**src/design/mem_pkg.sv**
```systemverilog
`default_nettype none

package mem_pkg;

    typedef logic [31:0] word_t;
    typedef logic [31:0] pc_t;
    typedef logic [5:0]  preg_t;
    typedef logic [5:0]  rob_t;
    typedef logic [3:0]  optype_t;
    typedef logic [7:0]  maddr_t;  // Word address, byte address bits 9:2
    typedef logic [3:0]  cidx_t;
    typedef logic [3:0]  ctag_t;

    localparam optype_t OP_LW = 4'd8;
    localparam optype_t OP_SW = 4'd10;

    localparam int SB_DEPTH      = 4;
    localparam int SB_PTR_W      = $clog2(SB_DEPTH);
    localparam int REFILL_CYCLES = 4;
    localparam int TIMER_W       = $clog2(REFILL_CYCLES + 1);
    localparam int ADDR_LSB      = 2;
    localparam int MADDR_W       = 8;
    localparam int MEM_WORDS     = 256;
    localparam int CIDX_W        = 4;
    localparam int CTAG_W        = 4;
    localparam int CACHE_LINES   = 16;

    typedef struct packed {
        logic  valid;
        pc_t   pc;
        preg_t dest;
        rob_t  rob;
        word_t result;
    } alu_issue_t;

    // result carries the address for LW and SW
    typedef struct packed {
        logic    valid;
        pc_t     pc;
        optype_t optype;
        preg_t   dest;
        rob_t    rob;
        word_t   result;
        word_t   store_data;
    } mem_issue_t;

    typedef struct packed {
        logic  valid;
        pc_t   pc;
        preg_t dest;
        rob_t  rob;
        word_t data;
    } complete_t;

    typedef struct packed {
        maddr_t addr;
        word_t  data;
    } sb_entry_t;

    typedef struct packed {
        logic  hit;
        word_t data;
    } lookup_t;

    typedef enum logic [1:0] {
        IDLE,
        REFILL,
        FILL
    } miss_state_t;

endpackage

`default_nettype wire

```
**src/design/refill_timer.sv**
```systemverilog
`timescale 1ns/1ns
`default_nettype none

module refill_timer (
    input  logic clk,
    input  logic rstn,
    input  logic start,
    output logic done
);

    logic [mem_pkg::TIMER_W-1:0] cnt;
    logic                        running;

    always_ff @(posedge clk or negedge rstn) begin
        if (!rstn) begin
            cnt     <= '0;
            running <= 1'b0;
        end else if (start) begin
            cnt     <= mem_pkg::TIMER_W'(mem_pkg::REFILL_CYCLES);
            running <= 1'b1;
        end else if (running) begin
            if (cnt != '0) cnt <= cnt - 1'b1;
            else running <= 1'b0;  // Done cycle ends the run
        end
    end

    assign done = running && (cnt == '0);

endmodule

`default_nettype wire

```
**config.mk**
```make
export PLATFORM = sky130hd
export DESIGN_NAME = refill_timer
export DESIGN_NICKNAME = d
export VERILOG_FILES = /design/src/design/mem_pkg.sv /design/src/design/refill_timer.sv
export SDC_FILE = /design/constraint.sdc
export NUM_CORES = 1
export LEC_CHECK = 0
export BUFFER_PORTS_ARGS = -buffer_cell sky130_fd_sc_hd__buf_2
export CORE_AREA = 2 2 39 41
export CTS_BUF_LIST = sky130_fd_sc_hd__clkbuf_8
export CTS_CLUSTER_DIAMETER = 30
export DETAILED_ROUTE_END_ITERATION = 10
export DIE_AREA = 0 0 41 43
export GPL_ROUTABILITY_DRIVEN = 1
export SYNTH_ARGS = -nofsm -noshare
export SYNTH_HDL_FRONTEND = slang
export SYNTH_SLANG_ARGS = --single-unit
export TNS_END_PERCENT = 30
```
**constraint.sdc**
```tcl
create_clock -name clk -period 1.5 [get_ports clk]
set_input_delay 0.075 -clock clk [delete_from_list [all_inputs] [get_ports clk]]
set_output_delay 0.075 -clock clk [all_outputs]
set_load 0.02 [all_outputs]
```
==> results.yml <==
placement:
  dp_cells: 41
  port_buffers: 3
  hpwl_um: 290
  place.gp.congestion: 0.661
global_route:
  antenna_found_initial: 0
  grt_pass1_wl_um: 731
  grt.overflow.total: 0
  grt_pass1_vias: 187
  grt_max_degree: 6
  grtUsageTotal_pct: 6.96
pwr:
  p_leak_nw: 0.151
  p_total_mw: 0.677
  vdd_ir_drop_max_mv: 0.601
  powerDensity_mw_per_mm2: 2190
die:
  start_util_pct: 16.1
  ioPinCount: 4
  die_h_um: 43
  design.core.area_mm2: 0.00138
  std_cell_rows: 14
  die_w_um: 41
  die_area_mm2: 0.00176
cells_and_area:
  layout_commonest_cell: "dfrtp_1"
  layout-drive-gt1-share_pct: 31.0
  areaGrowthSynthToFinish_pct: 38.8
  mostFrequentLayoutCells: "dfrtp_1 (4), inv_1 (3), clkbuf_8 (3), buf_2 (3)"
  diodes: 0
  final_cells: 45
  num-nets-final: 36
detailed_routing:
  totalWireLength_um: 400
  drtAntennaViolNets: 0
  drc: 0
  viasPerCell: 3.80
  drt_iter0_drc: 1
  wl_per_cell_um: 8.89
  drt_pass1_iterations: 2
  vias: 171
timing:
  rsz0062_at_grt: "no"
  max-slew-margin-rel_pct: 83.2
  final_hold_viol_count: 0
  finalCriticalPeriod_ns: 1.30
  timing.hold.ws_ns: 0.0859
  fin_crit_sh_pct: 86.4
  finClkSkew_ns: 0.00197
  finalSetupViolations: 0
  worst_pin_slew_ns: 0.250
  setup_tns_ns: 0
  clock.fmax_mhz: 771
  finalMaxSlewViolations: 0
worst_setup_path:
  worstPathArrival_ns: 1.22
  required_ns: 1.42
  crit_chain: "inv_1 > ha_1 > nand2b_4 > nor2_1 > buf_2"
  cp_max_fo: 4
  r2r_slack_ns: 0.25
  slowest_stage: "dfrtp_1"
  reg2reg_from: "cnt[0]$_DFFE_PN0P_"
  max_stage_delay_ns: 0.38
  r2r_end: "running$_DFF_PN0_"
  worstSetupEndpointType: "output port"
  criticalPathCategory: "register to output port"
  cp-start-kind: "register"
  rr_worst_depth: 5
cts:
  cts_tree: "yes"
  clk_pin_slew_ns: 0.03
  cts_max_path_buffers: 2
  cts-root-buf: "clkbuf_8"
  postCtsSetupBuffers: 0
  clkSinkCount: 4
  clk_latency_ns: 0.22
  cts_buffers: 3
  htreeDepth: 1
logic_synthesis:
  synth_seq_cells: 4
  yosys.area_share.simple_pct: 23.0
  muxShareOfSynthArea_pct: 0
  synthXorXnorAreaFrac_pct: 0
  syn_nets: 27
  synth_cell_types: 14
  synth_fa_ha_area_share_pct: 11.2
  netlist_area_um2: 223
  syn_avg_cell_area_um2: 10.1
  synth_cells: 22
  yosys_warnings: 0
  synth_top_family_by_area: "simple AND/OR/NAND/NOR gates"
  synth_compound_area_share_pct: 15.7
  ys_seq_area_share_pct: 44.9
run:
  cap_violations: 0
hold_path:
  hp-class: "input pin to register"
  holdPathStages: 2
  min_delay_worst_endpoint: "cnt[1]$_DFFE_PN0P_"
  worstHoldStart: "start"
run_status:
  outcome: "finished, final reports clean"
## kinds of logic (layout without fill, tap and decap cells)
| logic type | Yosys count | after routing |
|---|---|---|
| flops | 4 | 4 |
| buf+inv | 3 | 10 |
| compound gates | 5 | 5 |
| simple gates | 8 | 8 |
| fa+ha+maj | 2 | 2 |
## how the worst max path moves through the flow
stage | startpoint | endpoint | cells after the start | slack [ns]
after floorplan | cnt[0]$_DFFE_PN0P_ | running$_DFF_PN0_ | 5 | 0.32
after global placement | cnt[0]$_DFFE_PN0P_ | running$_DFF_PN0_ | 5 | 0.28
after detailed placement | cnt[0]$_DFFE_PN0P_ | running$_DFF_PN0_ | 5 | 0.25
after CTS | cnt[0]$_DFFE_PN0P_ | done | 5 | 0.19
after global routing | cnt[0]$_DFFE_PN0P_ | done | 5 | 0.10
final | cnt[0]$_DFFE_PN0P_ | done | 5 | 0.20
## flip-flops by register name (all words and copies together), names as in the netlist
register  flops
cnt           3
running       1
## final cells by class
cell class | instances | area, um2
fill | 148 | 1070
multi-input combinational | 15 | 111
sequential | 4 | 100
clock buffer | 3 | 41.3
timing repair buffer | 4 | 25.0
tap | 16 | 20.0
inverter | 3 | 11.3
## report_power, final
group / total, mW / switching (mW) / internal [mW]
Sequential: 0.187 / 0.0329 / 0.154
Clock: 0.222 / 0.0514 / 0.171
Combinational: 0.268 / 0.142 / 0.126
Total: 0.677 / 0.226 / 0.451
## stage by stage
step                setup WS [ns]  cell area [um2]  utilization (%)
floorplan                   0.324              223                -
global placement            0.277              258             18.6
detailed placement          0.255              258             18.6
CTS                         0.188              309             22.3
global route                0.102              309             22.3
finish                      0.204              309             22.3
## critical path, delay by kind of cell (launching register included)
family / cells / cell delay [ns]
and+or+nand+nor: 2 / 0.16
DFF: 1 / 0.38
buffers and inverters: 2 / 0.25
adders and majority gates: 1 / 0.22
## synthesized netlist by cell type
master,instances,area share [%]
o31ai_1,1,3.4
or2_1,1,2.8
dfrtp_1,4,45
ha_1,2,11
o21ai_0,1,2.2
a211oi_2,1,5.6
nand2_1,1,1.7
nor2_1,2,3.4
nand2b_4,1,6.2
a21oi_1,2,4.5
nand2b_1,1,2.8
inv_1,3,5.1
nand3_1,1,2.2
and2_4,1,3.9
## metal layers
layer	part of all wire, %	routed length (um)	track usage, %	vias to the layer above
met5	0	0	0	-
met4	5.8	23	10.0	0
met3	6.5	26	3.66	2
met2	40	160	8.13	6
met1	47	189	6.86	77
li1	-	-	-	86
## repair_timing
| action | CTS | global route |
|---|---|---|
| gates resized for setup | 0 | 0 |
| hold buffers | 1 | 0 |
| endpoints found under the hold margin | 4 | 0 |
| setup endpoints to repair | 0 | 0 |
Power figures use the tool's default switching activity.
