### src/design/mem_pkg.sv
`default_nettype none

package mem_pkg;

    typedef logic [31:0] word_t;
    typedef logic [31:0] pc_t;
    typedef logic [5:0]  preg_t;
    typedef logic [5:0]  rob_t;
    typedef logic [3:0]  optype_t;
    typedef logic [7:0]  maddr_t;  // Word address, byte address bits 9:2
    typedef logic [3:0]  cidx_t;
    typedef logic [3:0]  ctag_t;

    localparam optype_t OP_LW = 4'd8;
    localparam optype_t OP_SW = 4'd10;

    localparam int SB_DEPTH      = 4;
    localparam int SB_PTR_W      = $clog2(SB_DEPTH);
    localparam int REFILL_CYCLES = 4;
    localparam int TIMER_W       = $clog2(REFILL_CYCLES + 1);
    localparam int ADDR_LSB      = 2;
    localparam int MADDR_W       = 8;
    localparam int MEM_WORDS     = 256;
    localparam int CIDX_W        = 4;
    localparam int CTAG_W        = 4;
    localparam int CACHE_LINES   = 16;

    typedef struct packed {
        logic  valid;
        pc_t   pc;
        preg_t dest;
        rob_t  rob;
        word_t result;
    } alu_issue_t;

    // result carries the address for LW and SW
    typedef struct packed {
        logic    valid;
        pc_t     pc;
        optype_t optype;
        preg_t   dest;
        rob_t    rob;
        word_t   result;
        word_t   store_data;
    } mem_issue_t;

    typedef struct packed {
        logic  valid;
        pc_t   pc;
        preg_t dest;
        rob_t  rob;
        word_t data;
    } complete_t;

    typedef struct packed {
        maddr_t addr;
        word_t  data;
    } sb_entry_t;

    typedef struct packed {
        logic  hit;
        word_t data;
    } lookup_t;

    typedef enum logic [1:0] {
        IDLE,
        REFILL,
        FILL
    } miss_state_t;

endpackage

`default_nettype wire

### src/design/store_buffer.sv
`timescale 1ns/1ns
`default_nettype none

module store_buffer (
    input  logic               clk,
    input  logic               rstn,
    input  logic               push,
    input  mem_pkg::sb_entry_t push_entry,
    input  logic               pop,
    output mem_pkg::sb_entry_t head,
    output logic               empty,
    output logic               full,
    input  mem_pkg::maddr_t    load_addr,
    output mem_pkg::lookup_t   fwd
);

    mem_pkg::sb_entry_t entries [mem_pkg::SB_DEPTH];

    logic [mem_pkg::SB_PTR_W-1:0] wr_ptr;
    logic [mem_pkg::SB_PTR_W-1:0] rd_ptr;
    logic [mem_pkg::SB_PTR_W:0]   count;

    assign head  = entries[rd_ptr];
    assign empty = (count == '0);
    assign full  = (count == mem_pkg::SB_DEPTH);

    always_ff @(posedge clk) begin
        if (push) begin
            entries[wr_ptr] <= push_entry;
        end
    end

    always_ff @(posedge clk or negedge rstn) begin
        if (!rstn) begin
            wr_ptr <= '0;
            rd_ptr <= '0;
            count  <= '0;
        end else begin
            if (push) wr_ptr <= wr_ptr + 1'b1;
            if (pop)  rd_ptr <= rd_ptr + 1'b1;
            case ({push, pop})
                2'b10:   count <= count + 1'b1;
                2'b01:   count <= count - 1'b1;
                default: count <= count;
            endcase
        end
    end

    // Walk oldest to youngest so the last match wins
    always_comb begin
        logic [mem_pkg::SB_PTR_W-1:0] idx;
        fwd = '0;
        for (int i = 0; i < mem_pkg::SB_DEPTH; i++) begin
            idx = rd_ptr + i[mem_pkg::SB_PTR_W-1:0];
            if (i < int'(count) && entries[idx].addr == load_addr) begin
                fwd.hit  = 1'b1;
                fwd.data = entries[idx].data;
            end
        end
    end

    a_no_push_full: assert property (@(posedge clk) disable iff (!rstn)
        push |-> !full);

    a_no_pop_empty: assert property (@(posedge clk) disable iff (!rstn)
        pop |-> !empty);

endmodule

`default_nettype wire

### config.mk
export PLATFORM = sky130hd
export DESIGN_NAME = store_buffer
export DESIGN_NICKNAME = d
export VERILOG_FILES = /design/src/design/mem_pkg.sv /design/src/design/store_buffer.sv
export SDC_FILE = /design/constraint.sdc
export NUM_CORES = 1
export LEC_CHECK = 0
export BUFFER_PORTS_ARGS = -buffer_cell sky130_fd_sc_hd__buf_2
export CORE_UTILIZATION = 35
export DETAILED_ROUTE_END_ITERATION = 10
export PLACE_DENSITY = 0.55
export RECOVER_POWER = 100
export SLEW_MARGIN = 20
export SYNTH_ARGS = -nofsm -noshare
export SYNTH_HDL_FRONTEND = slang
export SYNTH_SLANG_ARGS = --single-unit
### constraint.sdc
create_clock -name clk -period 2.6 [get_ports clk]
set_input_delay 0.39 -clock clk [delete_from_list [all_inputs] [get_ports clk]]
set_output_delay 0.39 -clock clk [all_outputs]
set_load 0.01 [all_outputs]
==> flow_summary.ini <==
[sta]
hold_viol_final = 0
rsz0062_at_grt = true
finalCritPeriodShare_pct = 145.7
worst_pin_slew_ns = 1.463
whs_ns = 0.1829
drv_slew = 0
slew_headroom_pct = 2.494
fin_crit_ns = 3.788
fmax_mhz = 264.0
setup_ws_ns = -1.188
setup_viol = 54
clock_skew_ns = 0.007700

[setup_path]
r2r_slack_ns = 0.10
worstPathMaxFanout = 7
critPathLaunchType = flip-flop
crit_arrival_ns = 3.40
r2r_end = entries[3][23]$_DFFE_PP_
critPathKind = reg2out
r2r_cells = 3
crit_path_end_kind = primary output
r2r_start = wr_ptr[0]$_DFFE_PN0P_
cp.required_ns = 2.21

[cells_and_area]
diodes = 0
seq_area_sq_mm = 0.004987
multi_input_area_sq_mm = 0.006541
drive_gt1_share_pct = 54.13
area_delta_synth_final_pct = 46.53
nNetsFinal = 1224
finish.utilization_pct = 51.99
fillers = 2616

[global_route]
grt_pass1_wl_um = 48580
antenna_found_initial = 2
grt_pass1_vias = 8438
grt_overflow_total = 0
grt_max_degree = 88
grtUsageTotal_pct = 20.37

[detailed_routing]
viasPerCell = 5.548
wl_per_cell_um = 22.61
remaining_drc_errors = 0
final_antenna_net_count = 0
drtPass1Iterations = 7
drt_iter0_drc = 545
dr_total_vias = 8716
totalWireLength_um = 35510

[die]
row_count = 64
start_util_pct = 35.48
die-width_um = 177.9
die-area_sq_mm = 0.03164
pin_count = 127
die_height_um = 177.9
core_sq_mm = 0.03051

[job]
cap_violations = 0

[placed_design]
routabilityCongestion = 0.7960
dp_hpwl_um = 19760
numPortBuffers = 126

[clocking]
clockBufferDepth = 2
clockRootBuffer = clkbuf_16
cts_sinks = 167
cts_max_level = 4
clock_latency_ns = 0.42
clk_pin_slew_ns = 0.06
numCtsBuffers = 17
cts_tree = done

[pwr]
power_density_mw_per_mm2 = 1182
finalPower_mw = 18.74
ir_worst_vdd_mv = 0.5581
leakage_nw = 5.773

[hold_path]
hold_path_end = rd_ptr[0]$_DFFE_PN0P_
hold_path_depth = 2
hp-class = in2reg
hp-start = pop

[yosys]
synthDistinctLibCells = 56
synth_edf_count = 160
synthesis.area_sq_mm = 0.01083
ys_ff_latch = 167
avgSynthCellArea_sq_um = 12.00
synth-warning-count = 0
async_flop_share_pct = 4.192
ys.flop_type = edfxtp_1
ys_seq_area_share_pct = 46.00
syn-num-nets = 963
netlist_instances = 902

[run_status]
status = complete, but fails checks
violations = negative setup slack
-- what timing repair did --
action / 4_1_cts / 5_1_grt
cloned: 9 / 18
buffers inserted: 16 / 24
endpoints found under the hold margin: 7 / 0
gates resized for setup: 139 / 196
hold buffers: 1 / 0
pin swaps: 25 / 41
setup endpoints to repair: 66 / 65
-- layout by cell type, fill, tap and decap left out, drive strengths merged, types with 3 or more instances in the layout --
cell type and instances:
a2111oi 35, a211oi 34, a21oi 33, a31oi 32, and2 8, and2b 3, buf 258, bufinv 4
clkbuf 85, clkinv 4, dfrtp 7, edfxtp 160, ha 9, inv 9, mux2 62, mux2i 130
mux4 14, nand2 10, nand4 3, nor2 122, nor2b 5, nor3 4, nor4 4, o21ai 44
o22ai 32, o31a 3, xnor2 27, xor2 12
-- flip-flops by register name, indices dropped and copies added (netlist names) --
signal and flops:
wr_ptr 2, rd_ptr 2, entries 160, count 3
-- synthesized netlist by cell type, types with 10 or more instances --
library cell	n	area share [%]
edfxtp_1	160	44
xor2_1	12	0.97
a31oi_1	32	1.8
mux2i_1	129	12
a211oi_2	11	1.3
a21oi_1	33	1.5
a211oi_1	23	1.6
buf_6	18	1.9
o22ai_1	32	1.8
a2111oi_2	29	4.0
o21ai_0	34	1.6
xnor2_1	25	2.0
clkbuf_1	22	0.76
mux4_2	12	2.5
buf_2	22	1.0
mux2_2	62	6.4
nor2_1	122	4.2
nand2_1	10	0.35
-- worst max-delay path by stage --
stage | from | endpoint | slack, ns | depth (start not counted)
after detailed placement | rd_ptr[1]$_DFFE_PN0P_ | fwd[0] | -0.74 | 11
after CTS | rd_ptr[1]$_DFFE_PN0P_ | fwd[11] | -1.14 | 11
after floorplan | rd_ptr[1]$_DFFE_PN0P_ | fwd[11] | -0.21 | 10
after global placement | rd_ptr[1]$_DFFE_PN0P_ | fwd[0] | -0.89 | 11
final | rd_ptr[1]$_DFFE_PN0P_ | fwd[2] | -1.19 | 13
after global routing | rd_ptr[1]$_DFFE_PN0P_ | fwd[17] | -1.28 | 12
-- area by class of cell --
type,count,area share (%)
flip-flops and latches,167,31.44
inverters,6,0.2209
repair buffers,328,20.04
clock buffers,18,2.705
well taps,396,3.124
clock inverters,13,1.230
multi-input cells,643,41.24
-- power by group --
| part | switching [mW] | leakage [nW] | internal (mW) |
|---|---|---|---|
| clock | 1.09 | 0.299 | 1.62 |
| combinational | 6.09 | 3.92 | 6.07 |
| sequential | 0.298 | 1.55 | 3.57 |
-- metal layers --
layer	vias to the layer above	routed length [um]	global-route usage, %	share of wire (%)
met4	4	694	5.520	2.0
met1	4389	15030	26.46	42
li1	4022	-	-	-
met3	54	1756	3.299	4.9
met5	-	27	0	0.076
met2	247	18000	34.87	51
-- worst max-delay path: stages (launching register included) --
cell     delay, ns
dfrtp_4       0.53
buf_12        0.16
buf_8         0.14
mux2i_4       0.19
buf_6         0.14
mux2i_2       0.23
nor2_1        0.07
or4_4         0.62
buf_6         0.17
buf_12        0.14
o21ai_2       0.10
nor2_1        0.06
o22ai_2       0.25
buf_2         0.17
-- per-stage QoR --
step | setup slack, ns | setup TNS (ns) | area, sq um | std cells
after CTS | -1.137 | -41.91 | 14680 | 1538
after floorplan | -0.2061 | -6.311 | 11270 | 902
after global routing | -1.280 | -48.39 | 15860 | 1571
after detailed placement | -0.7376 | -23.33 | 13100 | 1481
after global placement | -0.8867 | -23.34 | 13100 | 1481
final | -1.188 | -41.05 | 15860 | 1571
-- cells by family after synthesis --
| family | count (synthesis) | synth area share [%] |
|---|---|---|
| AO/OA/AOI/OAI | 217 | 15.21 |
| AND/OR/NAND/NOR | 172 | 7.316 |
| multiplexers | 206 | 21.49 |
| adder cells (fa/ha/maj) | 9 | 1.040 |
| flip-flops | 167 | 46.00 |
| buffers and inverters | 92 | 5.652 |
| XOR/XNOR | 39 | 3.294 |
Note: power is estimated with default switching activity, not from simulation.
