### src/design/mem_pkg.sv
`default_nettype none

package mem_pkg;

    typedef logic [31:0] word_t;
    typedef logic [31:0] pc_t;
    typedef logic [5:0]  preg_t;
    typedef logic [5:0]  rob_t;
    typedef logic [3:0]  optype_t;
    typedef logic [7:0]  maddr_t;  // Word address, byte address bits 9:2
    typedef logic [3:0]  cidx_t;
    typedef logic [3:0]  ctag_t;

    localparam optype_t OP_LW = 4'd8;
    localparam optype_t OP_SW = 4'd10;

    localparam int SB_DEPTH      = 4;
    localparam int SB_PTR_W      = $clog2(SB_DEPTH);
    localparam int REFILL_CYCLES = 4;
    localparam int TIMER_W       = $clog2(REFILL_CYCLES + 1);
    localparam int ADDR_LSB      = 2;
    localparam int MADDR_W       = 8;
    localparam int MEM_WORDS     = 256;
    localparam int CIDX_W        = 4;
    localparam int CTAG_W        = 4;
    localparam int CACHE_LINES   = 16;

    typedef struct packed {
        logic  valid;
        pc_t   pc;
        preg_t dest;
        rob_t  rob;
        word_t result;
    } alu_issue_t;

    // result carries the address for LW and SW
    typedef struct packed {
        logic    valid;
        pc_t     pc;
        optype_t optype;
        preg_t   dest;
        rob_t    rob;
        word_t   result;
        word_t   store_data;
    } mem_issue_t;

    typedef struct packed {
        logic  valid;
        pc_t   pc;
        preg_t dest;
        rob_t  rob;
        word_t data;
    } complete_t;

    typedef struct packed {
        maddr_t addr;
        word_t  data;
    } sb_entry_t;

    typedef struct packed {
        logic  hit;
        word_t data;
    } lookup_t;

    typedef enum logic [1:0] {
        IDLE,
        REFILL,
        FILL
    } miss_state_t;

endpackage

`default_nettype wire

### src/design/dcache.sv
`timescale 1ns/1ns
`default_nettype none

module dcache (
    input  logic             clk,
    input  logic             rstn,
    input  mem_pkg::maddr_t  lookup_addr,
    output mem_pkg::lookup_t lookup,
    input  logic             fill_en,
    input  mem_pkg::maddr_t  fill_addr,
    input  mem_pkg::word_t   fill_data,
    input  logic             upd_en,
    input  mem_pkg::maddr_t  upd_addr,
    input  mem_pkg::word_t   upd_data
);

    logic [mem_pkg::CACHE_LINES-1:0] line_valid;
    mem_pkg::ctag_t tags  [mem_pkg::CACHE_LINES];
    mem_pkg::word_t words [mem_pkg::CACHE_LINES];

    mem_pkg::cidx_t lk_idx;
    mem_pkg::ctag_t lk_tag;
    mem_pkg::cidx_t fill_idx;
    mem_pkg::ctag_t fill_tag;
    mem_pkg::cidx_t upd_idx;
    mem_pkg::ctag_t upd_tag;
    logic           upd_hit;

    // Index is the low part of the word address, tag the rest
    assign lk_idx   = lookup_addr[mem_pkg::CIDX_W-1:0];
    assign lk_tag   = lookup_addr[mem_pkg::CIDX_W +: mem_pkg::CTAG_W];
    assign fill_idx = fill_addr[mem_pkg::CIDX_W-1:0];
    assign fill_tag = fill_addr[mem_pkg::CIDX_W +: mem_pkg::CTAG_W];
    assign upd_idx  = upd_addr[mem_pkg::CIDX_W-1:0];
    assign upd_tag  = upd_addr[mem_pkg::CIDX_W +: mem_pkg::CTAG_W];

    assign upd_hit = line_valid[upd_idx] && (tags[upd_idx] == upd_tag);

    always_comb begin
        lookup.hit  = line_valid[lk_idx] && (tags[lk_idx] == lk_tag);
        lookup.data = words[lk_idx];
    end

    always_ff @(posedge clk or negedge rstn) begin
        if (!rstn) begin
            line_valid <= '0;
        end else if (fill_en) begin
            line_valid[fill_idx] <= 1'b1;
        end
    end

    always_ff @(posedge clk) begin
        if (fill_en) begin
            tags[fill_idx]  <= fill_tag;
            words[fill_idx] <= fill_data;
        end
        // Write-through store, no allocate on miss
        if (upd_en && upd_hit) begin
            words[upd_idx] <= upd_data;
        end
    end

    a_fill_upd_apart: assert property (@(posedge clk) disable iff (!rstn)
        !(fill_en && upd_en && fill_idx == upd_idx));

endmodule

`default_nettype wire

### config.mk
export PLATFORM = sky130hd
export DESIGN_NAME = dcache
export DESIGN_NICKNAME = d
export VERILOG_FILES = /design/src/design/mem_pkg.sv /design/src/design/dcache.sv
export SDC_FILE = /design/constraint.sdc
export NUM_CORES = 1
export LEC_CHECK = 0
export BUFFER_PORTS_ARGS = -buffer_cell sky130_fd_sc_hd__buf_4
export CORE_MARGIN = 3
export CORE_UTILIZATION = 40
export CTS_BUF_LIST = sky130_fd_sc_hd__clkbuf_16
export CTS_CLUSTER_DIAMETER = 30
export CTS_CLUSTER_SIZE = 25
export DETAILED_ROUTE_END_ITERATION = 10
export GPL_TIMING_DRIVEN = 0
export PLACE_DENSITY = 0.62
export RECOVER_POWER = 25
export SYNTH_ARGS = -nofsm -noshare
export SYNTH_HDL_FRONTEND = slang
export SYNTH_SLANG_ARGS = --single-unit
### constraint.sdc
create_clock -name clk -period 15.43 [get_ports clk]
set_input_delay 4.629 -clock clk [delete_from_list [all_inputs] [get_ports clk]]
set_output_delay 4.629 -clock clk [all_outputs]
set_load 0.1 [all_outputs]
==> impl_metrics.json <==
{
  "cts.repair.resized": 0,
  "rsz0062_at_grt": "no",
  "finalCritPeriodShare": 0.871,
  "clock_latency_ns": 0.71,
  "ctsHoldBuffers": 0,
  "crit_path_end_kind": "output port",
  "syn-mean-instance-area_sq_um": 18.2,
  "drt_wl_total_um": 94300,
  "grt_start_max_net_pins": 33,
  "numCtsBuffers": 130,
  "vias": 17778,
  "drive_gt1_frac": 0.434,
  "initial_core_util": 0.406,
  "cts.sinks": 592,
  "fin_ws_ns": 2.00,
  "cts.htree.levels": 4,
  "critical_path.max_fanout": 10,
  "clk_path_buf_depth": 3,
  "cts_tree": "yes",
  "die_x_um": 278,
  "use_met2": 0.404,
  "p_sw_mw": 1.18,
  "gp_congestion": 0.870,
  "hpwl_um": 58900,
  "min_to": "line_valid[7]",
  "synth_async_sr_flop_share": 0.0270,
  "cp-start-kind": "input pin",
  "dpl_worst_slack_ns": 1.95,
  "synth_cell_types": 42,
  "ys_seq_elements": 592,
  "crit_arrival_ns": 8.81,
  "max-slew-margin-rel": -0.0468,
  "routed_via_density": 6.00,
  "hold_path_class": "register to register",
  "post_cts_buffers": 0,
  "die_height_um": 278,
  "failed_checks": "max-capacitance violations, max-slew violations",
  "final-hold-violation-count": 0,
  "hp-start": "line_valid[7]",
  "fin_nets": 1993,
  "io_buffers": 119,
  "switching_share": 0.242,
  "finalSetupViolations": 0,
  "worst_r2r_endpoint": "words[15][16]",
  "use_met1": 0.310,
  "syn-cell-area_sq_um": 29700,
  "vdd_drop_max_uv": 97.2,
  "first_global_vias": 18806,
  "rows": 99,
  "drt-pass1-iter-count": 5,
  "synthCells": 1629,
  "pwr-share-seq": 0.371,
  "clk_pin_slew_worst_paths_ns": 0.04,
  "dieArea_sq_um": 77600,
  "ff2ff_setup_slack_ns": 9.87,
  "ys_warn_count": 0,
  "slowest_stage": "buf_1",
  "clkPwrFrac": 0.546,
  "antenna_found_initial": 4,
  "clock-root-buffer": "clkbuf_16",
  "finClkSkew_ns": 0.0277,
  "drt-initial-drc-count": 1907,
  "hold_path_depth": 1,
  "synth-edff-count": 576,
  "cellPowerDensity_nw_per_um2": 134,
  "combPwrFrac": 0.082,
  "syn-num-nets": 1721,
  "tns_ns": 0,
  "ios": 125,
  "yosysSeqAreaShare": 0.596,
  "path_class": "input pin to output port",
  "r2r_start": "tags[8][2]",
  "grt_pass1_wl_um": 134000,
  "p_leak_nw": 12.3,
  "timing.final.max_slew_violations": 14,
  "outcome": "finished, violations left",
  "core_area_sq_um": 73200,
  "ys.flop_type": "edfxtp_1",
  "cpPeakStageDelay_ns": 0.85,
  "rr_worst_depth": 9,
  "crit_chain": "clkbuf_1 > buf_1 > buf_1 > clkbuf_1 > mux4_2 > mux4_2 > buf_4",
  "tightestPinTransition_ns": 1.56,
  "track_usage": 0.244,
  "wire_per_inst_um": 31.8,
  "crit_required_ns": 10.80,
  "grt_use_met3": 0.0577,
  "grt_overflow": 0,
  "top_usage_layer": "met2",
  "syn2layout_area_growth_pct": 22.9,
  "achievable-frequency_mhz": 74.4,
  "ant_nets": 0,
  "cellInternalPower_mw": 3.70,
  "fin_crit_ns": 13.43,
  "drc": 0,
  "cap_violations": 2
}
## registers in the layout (all words and copies together), names as in the netlist
signal and cells:
tags 64, words 512, line_valid 16
## cell usage after synthesis, types with 3 or more instances
cell type | instances | area (sq um)
clkbuf_1 | 113 | 424
nand2_1 | 17 | 63.8
nor2b_1 | 6 | 37.5
mux4_2 | 195 | 4390
mux2_1 | 215 | 2420
buf_1 | 20 | 75.1
or4_1 | 4 | 30.0
nor4_2 | 4 | 50.1
a22oi_1 | 8 | 60.1
nand4_1 | 7 | 43.8
nand2b_1 | 6 | 37.5
buf_6 | 12 | 135
or2_1 | 5 | 31.3
edfxtp_1 | 576 | 17300
or3_1 | 4 | 25.0
nand3_1 | 4 | 20.0
xor2_1 | 5 | 43.8
o21ai_1 | 4 | 20.0
inv_1 | 7 | 26.3
mux2i_1 | 27 | 270
or2_2 | 12 | 75.1
xnor2_1 | 3 | 26.3
dfrtp_1 | 16 | 400
buf_2 | 24 | 120
mux2_2 | 297 | 3340
o21ai_0 | 3 | 15.0
nor2_1 | 15 | 56.3
## cell families (layout without fill, tap and decap cells)
family | Yosys count | in the layout | share of synthesized area
AOI/OAI and AO/OA | 24 | 24 | 0.00598
buffers and inverters | 177 | 550 | 0.0265
and+or+nand+nor | 94 | 94 | 0.0182
xor gates and xnor gates | 8 | 8 | 0.00236
muxes | 734 | 734 | 0.351
other | 0 | 2 | 0
DFF | 592 | 592 | 0.596
## stage by stage
stage / total power, mW / instances / util / area (sq um) / hold WS (ns)
after floorplan: 2.10 / 1629 / - / 29700 / 0.451
after global placement: 2.23 / 2707 / 0.434 / 31800 / 0.472
after detailed placement: 2.24 / 2728 / 0.443 / 32400 / 0.476
after CTS: 4.91 / 2961 / 0.501 / 36700 / 0.493
after global routing: 5.01 / 2962 / 0.499 / 36500 / 0.503
final: 4.88 / 2963 / 0.499 / 36500 / 0.497
## worst max-delay path: cells and delay by family
family | cells | cell delay [ns]
buffers and inverters | 5 | 3.19
muxes | 2 | 0.97
## worst max path at each step
stage,cells after the start,end,slack [ns],start
after floorplan,6,lookup[32],1.31,lookup_addr[0]
after global placement,11,words[14][9],1.46,upd_addr[3]
after detailed placement,7,lookup[29],1.95,lookup_addr[0]
after CTS,7,lookup[29],1.94,lookup_addr[0]
after global routing,7,lookup[31],1.80,lookup_addr[0]
final,7,lookup[29],2.00,lookup_addr[1]
## final cells by class
type / instances / area, sq um
Clock buffer: 130 / 3250
Sequential cell: 592 / 17700
Multi-Input combinational cell: 860 / 11300
Buffer: 170 / 667
Tap cell: 959 / 1200
Clock inverter: 103 / 997
Fill cell: 5927 / 36700
Timing Repair Buffer: 140 / 1380
Inverter: 7 / 26.3
Antenna cell: 2 / 5.00
## power by group through the flow
stage	combinational [mW]	sequential, mW	clock, mW
2_1_floorplan	0.269	1.84	0
3_3_place_gp	0.389	1.84	0
3_5_place_dp	0.403	1.84	0
4_1_cts	0.405	1.81	2.69
5_1_grt	0.423	1.81	2.78
6_report	0.402	1.81	2.67
## metal layers
metal  share of wire  vias to the layer above
li1                -                     7261
met1            0.39                     9389
met2            0.49                      887
met3           0.078                      237
met4           0.038                        4
met5         0.00033                        -
## cell usage in the layout, fill, tap and decap left out, types with 8 or more instances in the layout
| cell type | count |
|---|---|
| edfxtp_1 | 576 |
| mux2_2 | 294 |
| mux2_1 | 218 |
| mux4_2 | 195 |
| clkbuf_1 | 136 |
| clkbuf_16 | 130 |
| buf_4 | 111 |
| inv_1 | 28 |
| mux2i_1 | 27 |
| buf_1 | 19 |
| buf_2 | 19 |
| clkinv_1 | 17 |
| clkinv_2 | 17 |
| or2_2 | 16 |
| dfrtp_1 | 16 |
| nor2_1 | 15 |
| nand2_1 | 13 |
| buf_16 | 13 |
| bufinv_16 | 12 |
| clkinvlp_4 | 11 |
| inv_6 | 9 |
| a22oi_1 | 8 |
| buf_12 | 8 |
(Power assumes the default switching activity.)
