### src/design/mem_pkg.sv
`default_nettype none

package mem_pkg;

    typedef logic [31:0] word_t;
    typedef logic [31:0] pc_t;
    typedef logic [5:0]  preg_t;
    typedef logic [5:0]  rob_t;
    typedef logic [3:0]  optype_t;
    typedef logic [7:0]  maddr_t;  // Word address, byte address bits 9:2
    typedef logic [3:0]  cidx_t;
    typedef logic [3:0]  ctag_t;

    localparam optype_t OP_LW = 4'd8;
    localparam optype_t OP_SW = 4'd10;

    localparam int SB_DEPTH      = 4;
    localparam int SB_PTR_W      = $clog2(SB_DEPTH);
    localparam int REFILL_CYCLES = 4;
    localparam int TIMER_W       = $clog2(REFILL_CYCLES + 1);
    localparam int ADDR_LSB      = 2;
    localparam int MADDR_W       = 8;
    localparam int MEM_WORDS     = 256;
    localparam int CIDX_W        = 4;
    localparam int CTAG_W        = 4;
    localparam int CACHE_LINES   = 16;

    typedef struct packed {
        logic  valid;
        pc_t   pc;
        preg_t dest;
        rob_t  rob;
        word_t result;
    } alu_issue_t;

    // result carries the address for LW and SW
    typedef struct packed {
        logic    valid;
        pc_t     pc;
        optype_t optype;
        preg_t   dest;
        rob_t    rob;
        word_t   result;
        word_t   store_data;
    } mem_issue_t;

    typedef struct packed {
        logic  valid;
        pc_t   pc;
        preg_t dest;
        rob_t  rob;
        word_t data;
    } complete_t;

    typedef struct packed {
        maddr_t addr;
        word_t  data;
    } sb_entry_t;

    typedef struct packed {
        logic  hit;
        word_t data;
    } lookup_t;

    typedef enum logic [1:0] {
        IDLE,
        REFILL,
        FILL
    } miss_state_t;

endpackage

`default_nettype wire

### src/design/complete_reg.sv
`timescale 1ns/1ns
`default_nettype none

module complete_reg (
    input  logic                clk,
    input  logic                rstn,
    input  mem_pkg::alu_issue_t issue0,
    input  mem_pkg::alu_issue_t issue1,
    input  mem_pkg::mem_issue_t issue2,
    input  logic                accept,
    input  mem_pkg::lookup_t    fwd,
    input  mem_pkg::lookup_t    cache,
    input  mem_pkg::complete_t  fill_complete,
    output logic                miss_req,
    output mem_pkg::complete_t  complete0,
    output mem_pkg::complete_t  complete1,
    output mem_pkg::complete_t  complete2
);

    mem_pkg::complete_t lane2_next;
    logic               lane2_ok;
    logic               is_lw;
    logic               is_sw;
    logic               ld_hit;

    function automatic mem_pkg::complete_t alu_done(mem_pkg::alu_issue_t op, logic acc);
        mem_pkg::complete_t c;
        c.valid = op.valid && acc;
        c.pc    = op.pc;
        c.dest  = op.dest;
        c.rob   = op.rob;
        c.data  = op.result;
        return c;
    endfunction

    assign lane2_ok = accept && issue2.valid;
    assign is_lw    = (issue2.optype == mem_pkg::OP_LW);
    assign is_sw    = (issue2.optype == mem_pkg::OP_SW);
    assign ld_hit   = fwd.hit || cache.hit;
    assign miss_req = lane2_ok && is_lw && !ld_hit;

    // Fill first, then ALU, then a load that hit somewhere
    always_comb begin
        lane2_next = '0;
        if (fill_complete.valid) begin
            lane2_next = fill_complete;
        end else if (lane2_ok && !is_lw && !is_sw) begin
            lane2_next.valid = 1'b1;
            lane2_next.pc    = issue2.pc;
            lane2_next.dest  = issue2.dest;
            lane2_next.rob   = issue2.rob;
            lane2_next.data  = issue2.result;
        end else if (lane2_ok && is_lw && ld_hit) begin
            lane2_next.valid = 1'b1;
            lane2_next.pc    = issue2.pc;
            lane2_next.dest  = issue2.dest;
            lane2_next.rob   = issue2.rob;
            lane2_next.data  = fwd.hit ? fwd.data : cache.data;  // Newer store wins
        end
    end

    always_ff @(posedge clk or negedge rstn) begin
        if (!rstn) begin
            complete0 <= '0;
            complete1 <= '0;
            complete2 <= '0;
        end else begin
            complete0 <= alu_done(issue0, accept);
            complete1 <= alu_done(issue1, accept);
            complete2 <= lane2_next;
        end
    end

    a_fill_no_issue: assert property (@(posedge clk) disable iff (!rstn)
        !(fill_complete.valid && lane2_ok));

endmodule

`default_nettype wire

### config.mk
export PLATFORM = sky130hd
export DESIGN_NAME = complete_reg
export DESIGN_NICKNAME = d
export VERILOG_FILES = /design/src/design/mem_pkg.sv /design/src/design/complete_reg.sv
export SDC_FILE = /design/constraint.sdc
export NUM_CORES = 1
export LEC_CHECK = 0
export ABC_AREA = 1
export BUFFER_PORTS_ARGS = -buffer_cell sky130_fd_sc_hd__buf_2
export CELL_PAD_IN_SITES_DETAIL_PLACEMENT = 1
export CELL_PAD_IN_SITES_GLOBAL_PLACEMENT = 2
export CORE_AREA = 2 2 250 252
export DETAILED_ROUTE_END_ITERATION = 6
export DIE_AREA = 0 0 252 254
export MAX_ROUTING_LAYER = met4
export PLACE_DENSITY = 0.54
export SYNTH_ARGS = -nofsm -noshare
export SYNTH_HDL_FRONTEND = slang
export SYNTH_SLANG_ARGS = --single-unit
### constraint.sdc
create_clock -name clk -period 0.8 [get_ports clk]
set_clock_uncertainty 0.15 [all_clocks]
set_input_delay 0 -clock clk [delete_from_list [all_inputs] [get_ports clk]]
set_output_delay 0 -clock clk [all_outputs]
set_load 0.05 [all_outputs]
==> flow_summary.toml, run 1 <==
[run_status]
outcome = "complete, but fails checks"
failed_checks = "hold timing, setup timing"

[synth]
synth-xor-area-share = 0
synthesis.instances = 702
synthTopCellsByArea = "dfrtp_1 (76%), nand2_1 (19%), nand3_1 (2.2%), clkbuf_1 (0.93%), buf_6 (0.74%)"
synth_largest_area_cell = "dfrtp_1"
synth_area_sq_um = 7650
synthMostInstantiatedCell = "nand2_1"
yosysTopAreaCellShare = 0.756
yosys_warnings = 0
synthTopCellsByCount = "nand2_1 (393), dfrtp_1 (231), nand3_1 (33), clkbuf_1 (19), buf_2 (8)"
syn_nets = 1115
ys_seq_area_frac = 0.756
synth-compound-area-share = 0.00114
synth-main-ff-cell = "dfrtp_1"
synthArstFlopShare = 1.00
synthMuxAreaShare = 0
ys_seq_elements = 231
synth_top_family_by_area = "simple AND/OR/NAND/NOR gates"
avgSynthCellArea_sq_um = 10.9
synthAdderAreaFrac = 0
synth_edf_count = 0
synth-simple-area-share = 0.217
synth_cell_type_count = 14

[floorplan]
fp-row-count = 91
fp.dieH_microns = 254
core_sq_um = 61300
ios = 645
initial_utilization = 0.125
dieWidth_microns = 252
die-area_sq_um = 64000

[sta]
slew_headroom = 0.810
holdWs_ns = -0.253
tightest_slew_ns = 0.285
period_share = 1.68
fmax_mhz = 742
finalHoldViolations = 257
final.min_clock_period_ns = 1.35
tns_ns = -103.01
finalSetupViolCount = 247
setup_ws_ns = -0.547
rsz0062_at_grt = "true"
maxSlewViolCount = 0

[hold_path]
worstHoldPathType = "input pin to flop"

[global_routing]
antenna_found_initial = 20
grt_pass1_vias = 10500
grt_pass1_wl_microns = 66000
overflow = 0
grt_start_max_net_pins = 51
grt_use_total = 0.144

[detailed_routing]
finalWirelength_microns = 49200
drt_first_pass_iters = 4
viasPerCell = 3.50
dr.first_iter.drc_count = 270
remaining_drc_errors = 0
antenna_left = 0
post_drt_wl_per_cell_microns = 19.2
vias = 8953

[cells_and_area]
utilization = 0.308
drive_gt1_frac = 0.449
design_area_sq_um = 18900
syn2layout_area_growth_pct = 146
layout.nets = 2146

[worst_setup_path]
cpLargestDelayFamily = "flip-flops"
worstPathCellList = "buf_12"
crit_type = "flop to output port"
crit_path_start_kind = "flop"
path_buf_inv = 1
worstPathRequired_ns = 0.65
cp_slowest_cell = "dfrtp_2"
slowest_delay_ns = 0.46
cp-end-kind = "output port"
crit_path_max_fanout = 1
critical_path_arrival_ns = 1.20

[cts]
clkTransAtPathRegs_ns = 0.06
clock_path_buffers = 3
cts-root-buf = "clkbuf_16"
numCtsBuffers = 27
cts_tree = "yes"
clock-sinks = 231
h-tree-depth = 1

[power]
p_sw_mw = 10.3
total_power_mw = 33.9
pwr-share-comb = 0.258
pwr-share-seq = 0.377
intPower_mw = 23.7
p_per_area_nw_per_um2 = 1800
p_sw_frac = 0.303
p_leak_nw = 9.49
clockPowerShare = 0.365
ir_drop_v = 0.00135

[place]
placed_area_sq_um = 12400
hpwlAfterDp_microns = 36500
place.gp.congestion = 0.797
post-place-ws_ns = -0.473
port_buffers = 612

[run]
cap_violations = 0
sequential cells by signal (all words and copies together), names as in the netlist:
| register | flops |
|---|---|
| complete0 | 77 |
| complete1 | 77 |
| complete2 | 77 |
worst paths after layout:
path | endpoint | depth (start not counted) | from
setup / recovery | complete1[56] | 1 | complete1[56]
hold / removal | complete2[76] | 3 | fill_complete[76]
max in group asynchronous | complete1[31] | 4 | rstn
min in group asynchronous | complete2[42] | 3 | rstn
metrics by stage:
| step | instances | hold WS (ns) |
|---|---|---|
| after global routing | 2554 | -0.266 |
| final | 2556 | -0.253 |
| after detailed placement | 2112 | -0.205 |
| after floorplan | 702 | -0.446 |
| after global placement | 2112 | -0.206 |
| after CTS | 2527 | -0.234 |
layout make-up:
type,count,area (sq um)
multi-input cells,431,1970
flip-flops and latches,231,5780
repair buffers,1035,9160
clock inverters,11,139
well taps,790,988
fillers,6948,42400
diodes,18,45.0
inverters,7,43.8
clock buffers,33,728
power groups by stage:
stage	clock network [mW]	registers [mW]	logic, mW
floorplan	0	15.3	0.785
global placement	0	12.8	6.14
detailed placement	0	12.8	6.15
CTS	12.8	12.8	8.48
global route	13.2	12.8	9.28
finish	12.4	12.8	8.75
cells in the final DEF (no fill, tap or decap):
cell type,n
inv_2,2
nor2_4,1
nor4_4,1
nand3_4,1
clkbuf_16,33
clkbuf_8,3
diode_2,18
nand3b_1,1
nand3_1,32
inv_1,2
bufinv_16,3
inv_4,2
clkbuf_1,3
inv_12,1
nand2_1,324
a21oi_4,1
clkinv_2,5
dlygate4sd3_1,372
dfrtp_2,2
nand2_2,54
buf_2,373
buf_4,29
clkinvlp_4,2
buf_6,216
nand2_4,16
buf_8,5
inv_6,1
dfrtp_1,229
buf_16,2
buf_12,32
cell families after synthesis:
family	Yosys count
flip-flops	231
AND/OR/NAND/NOR	430
buffers and inverters	40
AO/OA/AOI/OAI	1
layer usage:
| metal | share of wire | global-route usage | wire length [microns] | up-vias |
|---|---|---|---|---|
| li1 | - | - | - | 4211 |
| met4 | 0.032 | 0.0519 | 1570 | 0 |
| met3 | 0.091 | 0.0529 | 4450 | 76 |
| met5 | 0 | - | 0 | - |
| met2 | 0.55 | 0.275 | 26900 | 388 |
| met1 | 0.33 | 0.130 | 16300 | 4278 |
timing repair:
| item | 4_1_cts | 5_1_grt |
|---|---|---|
| setup endpoints to repair | 232 | 309 |
| setup buffers | 4 | 2 |
| gates cloned | 0 | 9 |
| hold endpoints to repair | 462 | 265 |
| hold buffers | 372 | 2 |
| gates resized for setup | 431 | 92 |
| pin swaps | 3 | 19 |
(Power assumes the default switching activity.)
==> run 2, diff against run 1 <==
Settings changed: CELL_PAD_IN_SITES_DETAIL_PLACEMENT 1 to unset, CELL_PAD_IN_SITES_GLOBAL_PLACEMENT 2 to unset, CORE_AREA 2 2 250 252 to 2 2 248 250, DIE_AREA 0 0 252 254 to 0 0 250 252, PLACE_DENSITY 0.54 to 0.33.
==> run 2 against run 1 <==
Effect of this change:
- the run still ends with hold timing, setup timing left
- final cell count fell by 0.23%
- worst hold slack got worse by 0.39 ns
- sequential share of layout area rose by 0.34 points
==> flow_summary.toml, run 2 (synthesis results as in run 1) <==
[run_status]
outcome = "complete, but fails checks"
failed_checks = "hold timing, setup timing"

[worst_setup_path]
crit_type = "flop to output port"
cpLargestDelayFamily = "flip-flops"
cp_slowest_cell = "dfrtp_1"
worstPathCellList = "buf_12"
cp_num_cells = 1
crit_path_start_kind = "flop"
critical_path_arrival_ns = 1.15
path_buf_inv = 1
worstPathRequired_ns = 0.65
cp-end-kind = "output port"
crit_path_max_fanout = 1
slowest_delay_ns = 0.42

[detailed_routing]
vias = 8802
antenna_left = 0
viasPerCell = 3.45
dr.first_iter.drc_count = 245
finalWirelength_microns = 44300
post_drt_wl_per_cell_microns = 17.4
drt_first_pass_iters = 4
remaining_drc_errors = 0

[floorplan]
dieWidth_microns = 250
die-area_sq_um = 63000
fp.dieH_microns = 252
initial_utilization = 0.127
fp-row-count = 90
core_sq_um = 60100
ios = 645

[place]
port_buffers = 612
hpwlAfterDp_microns = 33800
post-place-cells = 2103
place.gp.congestion = 0.850
placed_area_sq_um = 12400

[cts]
clkTransAtPathRegs_ns = 0.06
clock-sinks = 231
cts-root-buf = "clkbuf_16"
clock_path_buffers = 3
numCtsBuffers = 28
ctsHoldBuffers = 382
cts_tree = "yes"
h-tree-depth = 1

[sta]
rsz0062_at_grt = "true"
period_share = 1.62
holdWs_ns = -0.644
fmax_mhz = 770
finalHoldViolations = 405
slew_headroom = 0.685
tightest_slew_ns = 0.471
finalSetupViolCount = 232
setup_ws_ns = -0.499
maxSlewViolCount = 0
final.min_clock_period_ns = 1.30

[global_routing]
grt_use_total = 0.138
grt_start_max_net_pins = 52
overflow = 0
antenna_found_initial = 16
grt_pass1_wl_microns = 62500
grt_pass1_vias = 9972

[run]
cap_violations = 0

[cells_and_area]
layout.nets = 2152
fill_cells = 6225
drive_gt1_frac = 0.406
instances_no_fill = 2550
syn2layout_area_growth_pct = 144
layout_commonest_cell = "nand2_1"
design_area_sq_um = 18600
utilization = 0.310
top_regs = "complete0: 77 flops, complete1: 77 flops, complete2: 77 flops"
final_cell_mix = "nand2_1 (390), dlygate4sd3_1 (381), buf_2 (373), dfrtp_1 (231), buf_6 (212)"

[power]
p_per_area_nw_per_um2 = 1840
ir_drop_v = 0.00134
p_leak_nw = 9.39

[hold_path]
worstHoldPathType = "input pin to async pin"
## run 2: area by class of cell
type,instances,area [sq um],share of cell area
multi-input cells,431,1730,0.0925
well taps,782,978,0.0525
repair buffers,1040,9150,0.491
clock buffers,41,811,0.0435
inverters,7,43.8,0.00235
flip-flops and latches,231,5780,0.310
diodes,7,17.5,0.000940
clock inverters,11,135,0.00725
## run 2: metal layers
| metal | global-route usage | vias to the layer above | wire length, microns |
|---|---|---|---|
| met1 | 0.128 | 4052 | 14800 |
| met4 | 0.0426 | 0 | 1350 |
| met3 | 0.0524 | 88 | 4280 |
| met5 | - | - | 0 |
| li1 | - | 4221 | - |
| met2 | 0.260 | 441 | 23900 |
## run 2: how the worst max path moves through the flow
stage                     slack [ns]       endpoint          start
final                          -0.50  complete2[44]  complete2[44]
after global routing           -0.58  complete2[36]  complete2[36]
after CTS                      -0.58  complete2[36]  complete2[36]
after detailed placement       -0.52  complete2[72]         accept
after global placement         -0.50  complete2[75]         accept
after floorplan                -0.30       miss_req     issue2[78]
## run 2: timing repair
action / CTS / global route
cloned: 0 / 2
pin swaps: 3 / 1
hold endpoints to repair: 462 / 398
gates resized for setup: 426 / 4
setup endpoints to repair: 232 / 268
buffers inserted: 4 / 3
## run 2: where the power goes
group          leakage, nW  switching (mW)  internal [mW]
combinational         6.16            4.64           3.87
sequential            2.77           0.383           12.4
clock                0.462            5.12           7.95
## run 2: per-stage QoR
stage	setup slack (ns)	setup TNS (ns)	hold WS (ns)	power, mW
global placement	-0.501	-36.24	-0.226	19.0
global route	-0.579	-113.37	-0.643	36.0
finish	-0.499	-100.61	-0.644	34.3
CTS	-0.582	-111.21	-0.641	34.9
floorplan	-0.304	-16.32	-0.446	16.0
detailed placement	-0.522	-36.87	-0.226	19.0
